===== src/frv_wb_pkg.sv =====
package frv_wb_pkg;

    // Widths with a meaning
    // --------------------

    typedef logic [31:0] xword_t;     // Operand, GPR and CSR data word
    typedef logic [31:0] pc_t;        // Program counter
    typedef logic [ 4:0] reg_idx_t;   // GPR index
    typedef logic [11:0] csr_addr_t;  // CSR address
    typedef logic [ 5:0] cause_t;     // Trap cause code, interrupt flag kept apart
    typedef logic [ 4:0] uop_t;       // Micro-op code
    typedef logic [ 4:0] fu_t;        // One-hot functional unit select

    // Functional unit positions
    // --------------------

    localparam int P_FU_ALU = 0;      // Integer ALU
    localparam int P_FU_MUL = 1;      // Multiplier, result already in opr_a
    localparam int P_FU_LSU = 2;      // Load/store unit
    localparam int P_FU_CFU = 3;      // Control flow unit
    localparam int P_FU_CSR = 4;      // CSR access unit

    // Micro-op fields
    // --------------------

    localparam int LSU_LOAD = 3;      // Set for loads, clear for stores

    // CSR flag bits, may combine
    localparam int CSR_READ  = 4;     // Old value goes to rd
    localparam int CSR_WRITE = 3;     // Update the CSR
    localparam int CSR_SET   = 2;     // Update is OR with wdata
    localparam int CSR_CLEAR = 1;     // Update is AND-NOT with wdata

    // Control flow codes, compared as whole uop values
    localparam uop_t CFU_TAKEN     = 5'd1;  // Branch taken
    localparam uop_t CFU_NOT_TAKEN = 5'd2;  // Branch falls through
    localparam uop_t CFU_JALI      = 5'd3;  // JAL
    localparam uop_t CFU_JALR      = 5'd4;  // JALR
    localparam uop_t CFU_ECALL     = 5'd5;  // Environment call
    localparam uop_t CFU_EBREAK    = 5'd6;  // Breakpoint
    localparam uop_t CFU_MRET      = 5'd7;  // Return from machine trap

    // Machine CSR addresses
    // --------------------

    localparam csr_addr_t CSR_MTVEC    = 12'h305;  // Trap vector base
    localparam csr_addr_t CSR_MSCRATCH = 12'h340;  // Scratch register
    localparam csr_addr_t CSR_MEPC     = 12'h341;  // Trap return PC
    localparam csr_addr_t CSR_MCAUSE   = 12'h342;  // Trap cause
    localparam csr_addr_t CSR_MTVAL    = 12'h343;  // Trap value

    // Trap causes
    // --------------------

    localparam cause_t TRAP_BREAKPT = 6'd3;   // ebreak
    localparam cause_t TRAP_ECALLM  = 6'd11;  // ecall from M-mode
    localparam cause_t TRAP_INT_EXT = 6'd11;  // External interrupt, intr set

    // Bit of mcause that flags an interrupt
    localparam int MCAUSE_INT = 31;

endpackage

===== src/frv_trap_if.sv =====
interface frv_trap_if;

    import frv_wb_pkg::*;

    logic   cpu;    // Trap from ecall or ebreak, acknowledge cycle only
    logic   intr;   // Trap from an interrupt, acknowledge cycle only
    cause_t cause;  // Cause code without the interrupt flag
    xword_t mtval;  // Value captured into mtval
    pc_t    pc;     // PC captured into mepc
    xword_t mtvec;  // Trap vector, word aligned
    xword_t mepc;   // Return address, word aligned

    // Writeback stage side
    modport wb (output cpu, intr, cause, mtval, pc, input mtvec, mepc);

    // CSR file side
    modport csrs (input cpu, intr, cause, mtval, pc, output mtvec, mepc);

endinterface


===== src/frv_csr_if.sv =====
interface frv_csr_if;

    import frv_wb_pkg::*;

    logic      en;     // One access strobe per CSR instruction
    logic      wr;     // Write requested
    logic      set;    // Write as bit set
    logic      clr;    // Write as bit clear
    csr_addr_t addr;   // CSR being accessed
    xword_t    wdata;  // Write operand
    xword_t    rdata;  // Old CSR value, combinational

    // Writeback stage side
    modport wb (output en, wr, set, clr, addr, wdata, input rdata);

    // CSR file side
    modport csrs (input en, wr, set, clr, addr, wdata, output rdata);

endinterface


===== src/frv_writeback_top.sv =====
module frv_writeback_top #(
    parameter frv_wb_pkg::xword_t MTVEC_RESET = 32'h0000_0100  // Trap vector at reset
) (
    input  logic                 g_clk,
    input  logic                 g_resetn,
    input  frv_wb_pkg::pc_t      s3_pc,
    input  logic                 s4_valid,
    output logic                 s4_busy,
    input  frv_wb_pkg::reg_idx_t s4_rd,
    input  frv_wb_pkg::xword_t   s4_opr_a,
    input  frv_wb_pkg::xword_t   s4_opr_b,
    input  frv_wb_pkg::pc_t      s4_pc,
    input  frv_wb_pkg::uop_t     s4_uop,
    input  frv_wb_pkg::fu_t      s4_fu,
    input  logic                 s4_trap,
    input  logic [31:0]          s4_instr,
    output logic                 cf_req,
    output frv_wb_pkg::pc_t      cf_target,
    input  logic                 cf_ack,
    output frv_wb_pkg::reg_idx_t fwd_rd,
    output frv_wb_pkg::xword_t   fwd_wdata,
    output logic                 fwd_load,
    output logic                 fwd_csr,
    output frv_wb_pkg::pc_t      trs_pc,
    output logic [31:0]          trs_instr,
    output logic                 trs_valid,
    input  frv_wb_pkg::reg_idx_t gpr_rs_addr,   // Debug read port
    output frv_wb_pkg::xword_t   gpr_rs_rdata
);

    import frv_wb_pkg::*;

    logic     gpr_wen;    // Stage to register file
    reg_idx_t gpr_rd;
    xword_t   gpr_wdata;

    frv_csr_if  csr_bus ();   // Stage to CSR file
    frv_trap_if trap_bus ();  // Trap capture and vectors

    frv_pipeline_writeback i_frv_pipeline_writeback (
        .g_clk     (g_clk),
        .g_resetn  (g_resetn),
        .s3_pc     (s3_pc),
        .s4_valid  (s4_valid),
        .s4_busy   (s4_busy),
        .s4_rd     (s4_rd),
        .s4_opr_a  (s4_opr_a),
        .s4_opr_b  (s4_opr_b),
        .s4_pc     (s4_pc),
        .s4_uop    (s4_uop),
        .s4_fu     (s4_fu),
        .s4_trap   (s4_trap),
        .s4_instr  (s4_instr),
        .gpr_wen   (gpr_wen),
        .gpr_rd    (gpr_rd),
        .gpr_wdata (gpr_wdata),
        .csr       (csr_bus.wb),
        .trap      (trap_bus.wb),
        .cf_req    (cf_req),
        .cf_target (cf_target),
        .cf_ack    (cf_ack),
        .fwd_rd    (fwd_rd),
        .fwd_wdata (fwd_wdata),
        .fwd_load  (fwd_load),
        .fwd_csr   (fwd_csr),
        .trs_pc    (trs_pc),
        .trs_instr (trs_instr),
        .trs_valid (trs_valid)
    );

    frv_gpr_file i_frv_gpr_file (
        .g_clk    (g_clk),
        .g_resetn (g_resetn),
        .wen      (gpr_wen),
        .rd       (gpr_rd),
        .wdata    (gpr_wdata),
        .rs_addr  (gpr_rs_addr),
        .rs_rdata (gpr_rs_rdata)
    );

    frv_csr_file #(
        .MTVEC_RESET (MTVEC_RESET)
    ) i_frv_csr_file (
        .g_clk    (g_clk),
        .g_resetn (g_resetn),
        .csr      (csr_bus.csrs),
        .trap     (trap_bus.csrs)
    );

endmodule


===== src/frv_csr_file.sv =====
module frv_csr_file #(
    parameter frv_wb_pkg::xword_t MTVEC_RESET = 32'h0000_0100  // mtvec after reset
) (
    input  logic      g_clk,
    input  logic      g_resetn,
    frv_csr_if.csrs   csr,
    frv_trap_if.csrs  trap
);

    import frv_wb_pkg::*;

    xword_t mscratch;
    xword_t mtvec;
    xword_t mepc;
    xword_t mcause;
    xword_t mtval;

    xword_t wr_value;   // Value after write/set/clear
    logic   wr_en;      // Write strobe from the stage
    logic   trap_any;   // Trap capture this cycle

    // Read mux
    // --------------------

    always_comb begin
        case (csr.addr)
            CSR_MSCRATCH: csr.rdata = mscratch;
            CSR_MTVEC:    csr.rdata = mtvec;
            CSR_MEPC:     csr.rdata = mepc;
            CSR_MCAUSE:   csr.rdata = mcause;
            CSR_MTVAL:    csr.rdata = mtval;
            default:      csr.rdata = '0;       // Unimplemented reads zero
        endcase
    end

    // Write value
    // --------------------

    always_comb begin
        if (csr.set) begin
            wr_value = csr.rdata | csr.wdata;   // Bit set
        end else if (csr.clr) begin
            wr_value = csr.rdata & ~csr.wdata;  // Bit clear
        end else begin
            wr_value = csr.wdata;               // Plain write
        end
    end

    assign wr_en    = csr.en && csr.wr;
    assign trap_any = trap.cpu || trap.intr;

    // Registers
    // --------------------

    always_ff @(posedge g_clk) begin
        if (!g_resetn) begin
            mscratch <= '0;
            mtvec    <= MTVEC_RESET;
            mepc     <= '0;
            mcause   <= '0;
            mtval    <= '0;
        end else begin
            if (wr_en && csr.addr == CSR_MSCRATCH) begin
                mscratch <= wr_value;
            end
            if (wr_en && csr.addr == CSR_MTVEC) begin
                mtvec <= wr_value;
            end
            // Trap capture wins over a software write
            if (trap_any) begin
                mepc   <= trap.pc;
                mtval  <= trap.mtval;
                mcause <= '0;
                mcause[MCAUSE_INT]     <= trap.intr;         // Interrupt flag
                mcause[$bits(cause_t)-1:0] <= trap.cause;
            end else begin
                if (wr_en && csr.addr == CSR_MEPC) begin
                    mepc <= wr_value;
                end
                if (wr_en && csr.addr == CSR_MCAUSE) begin
                    mcause <= wr_value;
                end
                if (wr_en && csr.addr == CSR_MTVAL) begin
                    mtval <= wr_value;
                end
            end
        end
    end

    // Exported to fetch, word aligned
    assign trap.mtvec = {mtvec[31:2], 2'b00};
    assign trap.mepc  = {mepc[31:2], 2'b00};

endmodule


===== src/frv_gpr_file.sv =====
module frv_gpr_file (
    input  logic                 g_clk,
    input  logic                 g_resetn,
    input  logic                 wen,       // Write strobe
    input  frv_wb_pkg::reg_idx_t rd,        // Write index
    input  frv_wb_pkg::xword_t   wdata,     // Write data
    input  frv_wb_pkg::reg_idx_t rs_addr,   // Read index
    output frv_wb_pkg::xword_t   rs_rdata   // Read data, combinational
);

    import frv_wb_pkg::*;

    xword_t regs [31:1];  // x0 has no storage

    // Write port
    // --------------------

    always_ff @(posedge g_clk) begin
        if (!g_resetn) begin
            for (int i = 1; i < 32; i++) begin
                regs[i] <= '0;                  // Clear all
            end
        end else if (wen && rd != '0) begin
            regs[rd] <= wdata;                  // Drop writes to x0
        end
    end

    // Read port
    // --------------------

    always_comb begin
        if (rs_addr == '0) begin
            rs_rdata = '0;                      // Hard-wired zero
        end else begin
            rs_rdata = regs[rs_addr];
        end
    end

endmodule


===== src/frv_pipeline_writeback.sv =====
module frv_pipeline_writeback (
    input  logic                 g_clk,
    input  logic                 g_resetn,
    input  frv_wb_pkg::pc_t      s3_pc,      // Next PC, link value for JAL/JALR
    input  logic                 s4_valid,
    output logic                 s4_busy,
    input  frv_wb_pkg::reg_idx_t s4_rd,
    input  frv_wb_pkg::xword_t   s4_opr_a,   // Result or jump target
    input  frv_wb_pkg::xword_t   s4_opr_b,   // CSR address in low bits
    input  frv_wb_pkg::pc_t      s4_pc,
    input  frv_wb_pkg::uop_t     s4_uop,
    input  frv_wb_pkg::fu_t      s4_fu,
    input  logic                 s4_trap,    // Interrupt taken on this instruction
    input  logic [31:0]          s4_instr,
    output logic                 gpr_wen,
    output frv_wb_pkg::reg_idx_t gpr_rd,
    output frv_wb_pkg::xword_t   gpr_wdata,
    frv_csr_if.wb                csr,
    frv_trap_if.wb               trap,
    output logic                 cf_req,
    output frv_wb_pkg::pc_t      cf_target,
    input  logic                 cf_ack,
    output frv_wb_pkg::reg_idx_t fwd_rd,
    output frv_wb_pkg::xword_t   fwd_wdata,
    output logic                 fwd_load,
    output logic                 fwd_csr,
    output frv_wb_pkg::pc_t      trs_pc,
    output logic [31:0]          trs_instr,
    output logic                 trs_valid
);

    import frv_wb_pkg::*;

    logic pipe_progress;  // Instruction consumed this cycle
    logic exec;           // Valid and not interrupted
    logic int_trap;       // Valid and interrupted
    logic fu_alu, fu_mul, fu_lsu, fu_cfu, fu_csr;
    logic csr_done;       // Strobe already issued, input stalled
    logic csr_gpr_wen;
    logic cfu_taken, cfu_link, cfu_ecall, cfu_ebreak, cfu_trap, cfu_mret;
    logic cf_any;         // Instruction needs a fetch redirect
    logic cf_finish;      // Redirect acknowledged this cycle
    logic cfu_done;       // Redirect acknowledged, input stalled

    assign pipe_progress = s4_valid && !s4_busy;
    assign exec          = s4_valid && !s4_trap;
    assign int_trap      = s4_valid && s4_trap;

    // Decode
    // --------------------

    assign fu_alu = exec && s4_fu[P_FU_ALU];
    assign fu_mul = exec && s4_fu[P_FU_MUL];
    assign fu_lsu = exec && s4_fu[P_FU_LSU];
    assign fu_cfu = exec && s4_fu[P_FU_CFU];
    assign fu_csr = exec && s4_fu[P_FU_CSR];

    // CSR sequencing
    // --------------------

    assign csr.en    = fu_csr && !csr_done;            // First cycle only
    assign csr.wr    = fu_csr && s4_uop[CSR_WRITE];
    assign csr.set   = fu_csr && s4_uop[CSR_SET];
    assign csr.clr   = fu_csr && s4_uop[CSR_CLEAR];
    assign csr.addr  = s4_opr_b[11:0];
    assign csr.wdata = s4_opr_a;

    assign csr_gpr_wen = fu_csr && s4_uop[CSR_READ] && !csr_done;  // Old value once

    always_ff @(posedge g_clk) begin
        if (!g_resetn) begin
            csr_done <= 1'b0;
        end else begin
            csr_done <= !pipe_progress && (csr_done || csr.en);  // Hold while stalled
        end
    end

    // Control flow
    // --------------------

    assign cfu_taken  = fu_cfu && (s4_uop == CFU_TAKEN || s4_uop == CFU_JALI ||
                                   s4_uop == CFU_JALR);
    assign cfu_link   = fu_cfu && (s4_uop == CFU_JALI || s4_uop == CFU_JALR);
    assign cfu_ecall  = fu_cfu && (s4_uop == CFU_ECALL);
    assign cfu_ebreak = fu_cfu && (s4_uop == CFU_EBREAK);
    assign cfu_trap   = cfu_ecall || cfu_ebreak;
    assign cfu_mret   = fu_cfu && (s4_uop == CFU_MRET);

    assign cf_any    = cfu_taken || cfu_trap || cfu_mret || int_trap;
    assign cf_req    = cf_any && !cfu_done;             // Held until ack
    assign cf_finish = cf_req && cf_ack;
    assign s4_busy   = cf_any && !(cfu_done || cf_finish);

    always_comb begin
        if (int_trap || cfu_trap) begin
            cf_target = trap.mtvec;                     // Trap entry
        end else if (cfu_mret) begin
            cf_target = trap.mepc;                      // Trap return
        end else if (cfu_taken) begin
            cf_target = s4_opr_a;                       // Branch or jump
        end else begin
            cf_target = '0;
        end
    end

    always_ff @(posedge g_clk) begin
        if (!g_resetn) begin
            cfu_done <= 1'b0;
        end else begin
            cfu_done <= !pipe_progress && (cfu_done || cf_finish);
        end
    end

    // GPR writeback and forwarding
    // --------------------

    assign gpr_rd  = s4_rd;
    assign gpr_wen = fu_alu || fu_mul || (fu_lsu && s4_uop[LSU_LOAD]) ||
                     csr_gpr_wen || cfu_link;

    always_comb begin
        if (csr_gpr_wen) begin
            gpr_wdata = csr.rdata;                      // Old CSR value
        end else if (cfu_link) begin
            gpr_wdata = s3_pc;                          // Return address
        end else begin
            gpr_wdata = s4_opr_a;                       // ALU, MUL, load data
        end
    end

    assign fwd_rd    = gpr_rd;
    assign fwd_wdata = gpr_wdata;
    assign fwd_load  = 1'b0;                            // Loads finish in stage 3
    assign fwd_csr   = fu_csr;

    // Traps
    // --------------------

    // Pulse on the ack so the CSR file captures each trap once
    assign trap.cpu   = cfu_trap && cf_finish;
    assign trap.intr  = int_trap && cf_finish;
    assign trap.cause = int_trap   ? TRAP_INT_EXT :
                        cfu_ebreak ? TRAP_BREAKPT :
                        cfu_ecall  ? TRAP_ECALLM  : '0;
    assign trap.mtval = '0;
    assign trap.pc    = s4_pc;

    // Trace
    // --------------------

    assign trs_pc    = s4_pc;
    assign trs_instr = s4_instr;
    assign trs_valid = pipe_progress;                   // One pulse per instruction

endmodule


===== config.mk =====
export PLATFORM = sky130hd
export DESIGN_NAME = frv_writeback_top
export DESIGN_NICKNAME = d
export VERILOG_FILES = /design/src/frv_wb_pkg.sv /design/src/frv_trap_if.sv /design/src/frv_csr_if.sv /design/src/frv_writeback_top.sv /design/src/frv_csr_file.sv /design/src/frv_gpr_file.sv /design/src/frv_pipeline_writeback.sv
export SDC_FILE = /design/constraint.sdc
export NUM_CORES = 2
export LEC_CHECK = 0
export BUFFER_PORTS_ARGS = -buffer_cell sky130_fd_sc_hd__buf_2
export CAP_MARGIN = 20
export CORE_MARGIN = 3
export CORE_UTILIZATION = 40
export DETAILED_ROUTE_END_ITERATION = 10
export SKIP_LAST_GASP = 1
export SYNTH_ARGS = -nofsm -noshare
export SYNTH_HDL_FRONTEND = slang
export SYNTH_SLANG_ARGS = --single-unit
export TNS_END_PERCENT = 20

===== constraint.sdc =====
create_clock -name g_clk -period 7.1 [get_ports g_clk]
set_input_delay 1.42 -clock g_clk [delete_from_list [all_inputs] [get_ports g_clk]]
set_output_delay 1.42 -clock g_clk [all_outputs]
set_load 0.01 [all_outputs]

Word-level counts from Yosys, hierarchy flattened
Memory sizes are Yosys's and may differ from the RTL's.
Cells that the tools add are included.

operators by class
  reduce and logical (&&, ||, !) cells = 61
  bitwise gates (word level) = 4
  mux-type cells = 23
  equal/unequal tests = 11

operator list
  cell                                                   number
  2-to-1 mux 32 bit                                      13
  one-hot mux 32 bit (5 select lines)                    1
  equality test 12 x 10 -> 1 bit, second input constant  5
  logical AND 1 bit                                      34
  AND 32 bit                                             1
  NOT 32 bit                                             1
  bitwise OR 32 bit                                      1
  OR reduction 32 bit                                    1
  equality test 5 x 3 -> 1 bit, second input constant    4
  logical OR 1 bit                                       15
  2-to-1 mux 6 bit                                       2
  zero test 1 bit                                        6
  equality test 5 x 1 -> 1 bit, second input constant    1
  equality test 5 x 2 -> 1 bit, second input constant    1
  zero test 5 bit                                        1
  2-to-1 mux 1 bit                                       5
  2-to-1 mux 5 bit                                       1
  nonzero test 5 bit                                     1
  2-to-1 mux 4 bit                                       1
  nonzero test 2 bit                                     2
  OR reduction 2 bit                                     1
  NOT 1 bit                                              1

storage, ports and cells
  output and inout port bits = 170
  input port bits = 185
  register bits = 162
  memories kept = 1
  RAM bits = 992

memories
  memory               depth  width  read ports  clocked after Yosys merged registers in  write ports  RTL line            source
  i_frv_gpr_file.regs  31     32     1           0                                        31           frv_gpr_file.sv:13  xword_t regs [31:1];

Longest topological paths before layout
  depth after elaboration = 17
  gate-level depth with buffers = 9
  mapped depth without buffers = 5

By module
From an unflattened synthesis, not the netlist that was laid out.

unflattened totals
  cells, all modules = 4381
  area total of the unflattened synthesis = 58327.2 um2

modules (own cells, without submodules)
  module                  area each (um2)  seq. area each (um2)  cells each  instances
  frv_gpr_file            46428.3          30749.5               2955        1
  frv_csr_file            8699.6           3203.1                950         1
  frv_pipeline_writeback  3199.3           40.0                  476         1

Least setup slack after synthesis
No wires, ideal clock.

  path type = in2out
  start point = input gpr_rs_addr[1]
  end point = output gpr_rs_rdata[0]
  arrival = 3.195 ns
  path slack = 2.485 ns
  stages on the path = 6
  cells stage by stage = clkbuf_1 clkbuf_1 buf_1 mux4_2 mux4_2 a21o_1

on the way
  longest elaborated chain between the ends = 2

ends and longest elaborated chain
  element                                                  RTL line                 source
  from (decl)                                              frv_writeback_top.sv:27  input frv_wb_pkg::reg_idx_t gpr_rs_addr,
  memory (31 x 32 bit) or zero test 5 bit (tied branches)  n/a
  2-to-1 mux 32 bit *                                      frv_gpr_file.sv:32       if (rs_addr == '0) begin
  to (decl)                                                frv_writeback_top.sv:28  output frv_wb_pkg::xword_t gpr_rs_rdata

Every way passes the cells marked *; elsewhere a longest branch is shown, timed or not.

Worst setup path after layout
  start point = input s4_uop[3]
  end point = output fwd_wdata[7]

on the way
  longest elaborated chain between the ends = 5

ends and longest elaborated chain
  element                                                                       RTL line                       source
  from (decl)                                                                   frv_writeback_top.sv:13        input frv_wb_pkg::uop_t s4_uop,
  equality test 5 x 2 -> 1 bit or equality test 5 x 3 -> 1 bit (tied branches)  frv_pipeline_writeback.sv:83   assign cfu_link = fu_cfu && (s4_uop == CFU_JALI || s4_uop == CFU_JALR);
  logical OR 1 bit *                                                            frv_pipeline_writeback.sv:83
  logical AND 1 bit *                                                           frv_pipeline_writeback.sv:83
  2-to-1 mux 32 bit *                                                           frv_pipeline_writeback.sv:124  end else if (cfu_link) begin
  2-to-1 mux 32 bit *                                                           frv_pipeline_writeback.sv:122  if (csr_gpr_wen) begin
  to (decl)                                                                     frv_writeback_top.sv:21        output frv_wb_pkg::xword_t fwd_wdata,

Marks and branches as above.

==> results.cfg <==
[routing]
routed-via-count = 33600
drcViolationCount = 0
drt-wirelength-per-cell_um = 27.2
viasPerCell = 5.74
drtAntennaViolNets = 0
routed_wl_mm = 159
first_iter_violations = 3791
dr.pass1.iters = 5

[finish]
drive_above_1_share_pct = 25.2
area_delta_synth_final_pct = 12.3
instances_no_fill = 5857
layout.nets = 4187

[sta]
finalHoldViolCount = 0
drv_slew = 0
fin_worst_skew_ns = 0.0376
fmax_ghz = 0.173
max_slew.worst_pin.slew_ns = 1.10
tns_ns = 0
fin_crit_sh_pct = 81.2
period_needed_ns = 5.77
holdWs_ns = 0.457
setup_viol = 0
rsz0062_at_grt = false
relSlewSlack_pct = 26.5

[logic_synthesis]
yosys_warnings = 0
avgSynthCellArea_um2 = 13.7
synth_edf_count = 1024
ys_top_cells_by_count = edfxtp_1, nor2_1, mux4_2
yosysTopAreaCellShare_pct = 57.8
synth.area.top_cells = edfxtp_1, mux4_2, nor2_1
synth-async-reset-ratio_pct = 0
yosys.cell_types.count = 65
synthCells = 3880
synthFlopType = edfxtp_1
ys_ff_latch = 1186
post-synth-top-area-cell = edfxtp_1
synth_area_mm2 = 0.0532
ys_seq_area_share_pct = 63.9
yosysMostFrequentCell = edfxtp_1

[critical_path]
crit_path_start_kind = input pin
cp-startpoint = s4_uop[3]
reg2reg_from = i_frv_pipeline_writeback.csr_done$_SDFF_PN0_
cp.arrival_ns = 4.35
critical_path_class = input pin to primary output
worst-path-max-fanout = 17
crit_buf_inv = 4
rr_endpoint = i_frv_gpr_file.regs[30][27]$_SDFFCE_PN0P_
critPathRequiredTime_ns = 5.68
reg2regPathDepth = 7
cp_slowest_stage_delay_ns = 0.79
reg2reg_slack_ns = 3.70
path_cells = buf_2 > nor3b_4 > o211a_1 > buf_4 > mux2_2 > a22oi_2 > inv_1 > buf_2
cp-end-kind = primary output
crit_family = compound AO/OA/AOI/OAI gates
slowest_stage = o211a_1
cpMostUsedCell = buf_2

[clock_network]
clk_pin_slew_worst_paths_ns = 0.06
cts.sinks = 1186
cts_setup_buffers = 0
ctsHoldBuffers = 0
cts_resized = 0
cts_tree = yes
clk_latency_ns = 0.72
cts.path.max_buffers = 3
root_buffer = clkbuf_16
cts_made_buffers = 120
htreeDepth = 3

[placed_design]
portBuffers = 269
dp_hpwl_mm = 96.5
gp_congestion = 0.844
post-place-cells = 5631

[min_path]
min_path_cells = 1
hp-class = register to register
whs_endpoint = i_frv_csr_file.mscratch[4]$_SDFFE_PN0P_
hp-start = i_frv_csr_file.mscratch[4]$_SDFFE_PN0P_

[pwr]
vdd_drop_max_mv = 0.219
switching_share_pct = 23.4
power_leakage_uw = 0.0213
power_frac_seq_pct = 51.6
p_int_uw = 11800
power_density_mw_per_mm2 = 258
p_total_uw = 15400
combPwrFrac_pct = 8.8
power.switching_uw = 3620
p_clk_share_pct = 39.5

[floorplan]
die_y_um = 371
core_mm2 = 0.132
die-area_mm2 = 0.137
start_util_pct = 40.4
pin_count = 355
dieWidth_um = 371
fp-row-count = 133

[global_routing]
grt_pass1_wl_mm = 232
grt_max_degree = 77
grt_pass1_vias = 34000
grt_overflow = 0
antenna_found_initial = 4
groute.usage.overall_pct = 23.0

[job]
drv_cap = 0

[outcome]
status = finished, final reports clean
-- per-layer routing --
layer | wire length (um) | vias up | track usage [%]
met4 | 4730 | 4 | 6.88
met1 | 64400 | 17200 | 31.7
met3 | 15200 | 256 | 5.24
met5 | 34 | - | 0
li1 | - | 14500 | -
met2 | 74800 | 1619 | 36.6
-- power groups by stage --
stage | Clock [uW] | Sequential, uW | Combinational, uW
3_3_place_gp | 0 | 8100 | 1360
4_1_cts | 6190 | 7970 | 1370
3_5_place_dp | 0 | 8120 | 1360
5_1_grt | 6460 | 8000 | 1440
2_1_floorplan | 0 | 8080 | 854
6_report | 6100 | 7970 | 1360
-- area by class of cell --
type	count	area, um^2
clock buffers	164	3280
fillers	11800	72100
well taps	1755	2200
inverters	66	248
flip-flops and latches	1186	34000
diodes	1	2.50
clock inverters	57	458
multi-input cells	2218	17000
repair buffers	410	2580
-- per-stage QoR --
| step | utilization (%) | setup WS [ns] | instance area (um^2) |
|---|---|---|---|
| 2_1_floorplan | - | 2.49 | 53300 |
| 6_report | 45.3 | 1.33 | 59700 |
| 3_3_place_gp | 42.4 | 1.34 | 55900 |
| 5_1_grt | 45.3 | 1.21 | 59700 |
| 4_1_cts | 45.3 | 1.34 | 59700 |
| 3_5_place_dp | 42.4 | 1.35 | 55900 |
-- kinds of logic after synthesis --
family / synth area share, %
xor+xnor: 0.0165
flops: 63.9
buf+inv: 4.69
simple gates: 10.2
other cells: 0.00705
mux: 14.8
compound gates: 6.39
-- flip-flops by register name, indices dropped and copies added, names as in the netlist --
| signal | cells |
|---|---|
| i_frv_csr_file.mepc | 32 |
| i_frv_pipeline_writeback.cfu_done | 1 |
| i_frv_csr_file.mcause | 32 |
| i_frv_pipeline_writeback.csr_done | 1 |
| i_frv_csr_file.mscratch | 32 |
| i_frv_gpr_file.regs | 1024 |
| i_frv_csr_file.mtvec | 32 |
| i_frv_csr_file.mtval | 32 |
-- cells in the final DEF, fill, tap and decap left out, types with 60 or more instances in the layout --
master     netlist  routed
edfxtp_1      1024    1024
nor2_1        1003    1001
mux4_2         288     288
buf_2          145     266
nand2_1        223     203
dfxtp_1        162     162
buf_4           92     129
clkbuf_16        0     122
o2bb2ai_1       93      93
a22oi_1         88      88
inv_1           66      66
mux2i_1         64      64
mux2_2          64      64
o221ai_1        60      60
-- worst max-delay path by stage --
| stage | to | slack (ns) | cells past startpoint |
|---|---|---|---|
| floorplan | gpr_rs_rdata[0] | 2.49 | 6 |
| global placement | fwd_wdata[6] | 1.34 | 8 |
| detailed placement | fwd_wdata[7] | 1.35 | 8 |
| CTS | fwd_wdata[7] | 1.34 | 8 |
| global route | fwd_wdata[6] | 1.21 | 8 |
| finish | fwd_wdata[7] | 1.33 | 8 |
Note: power is estimated with default switching activity, not from simulation.
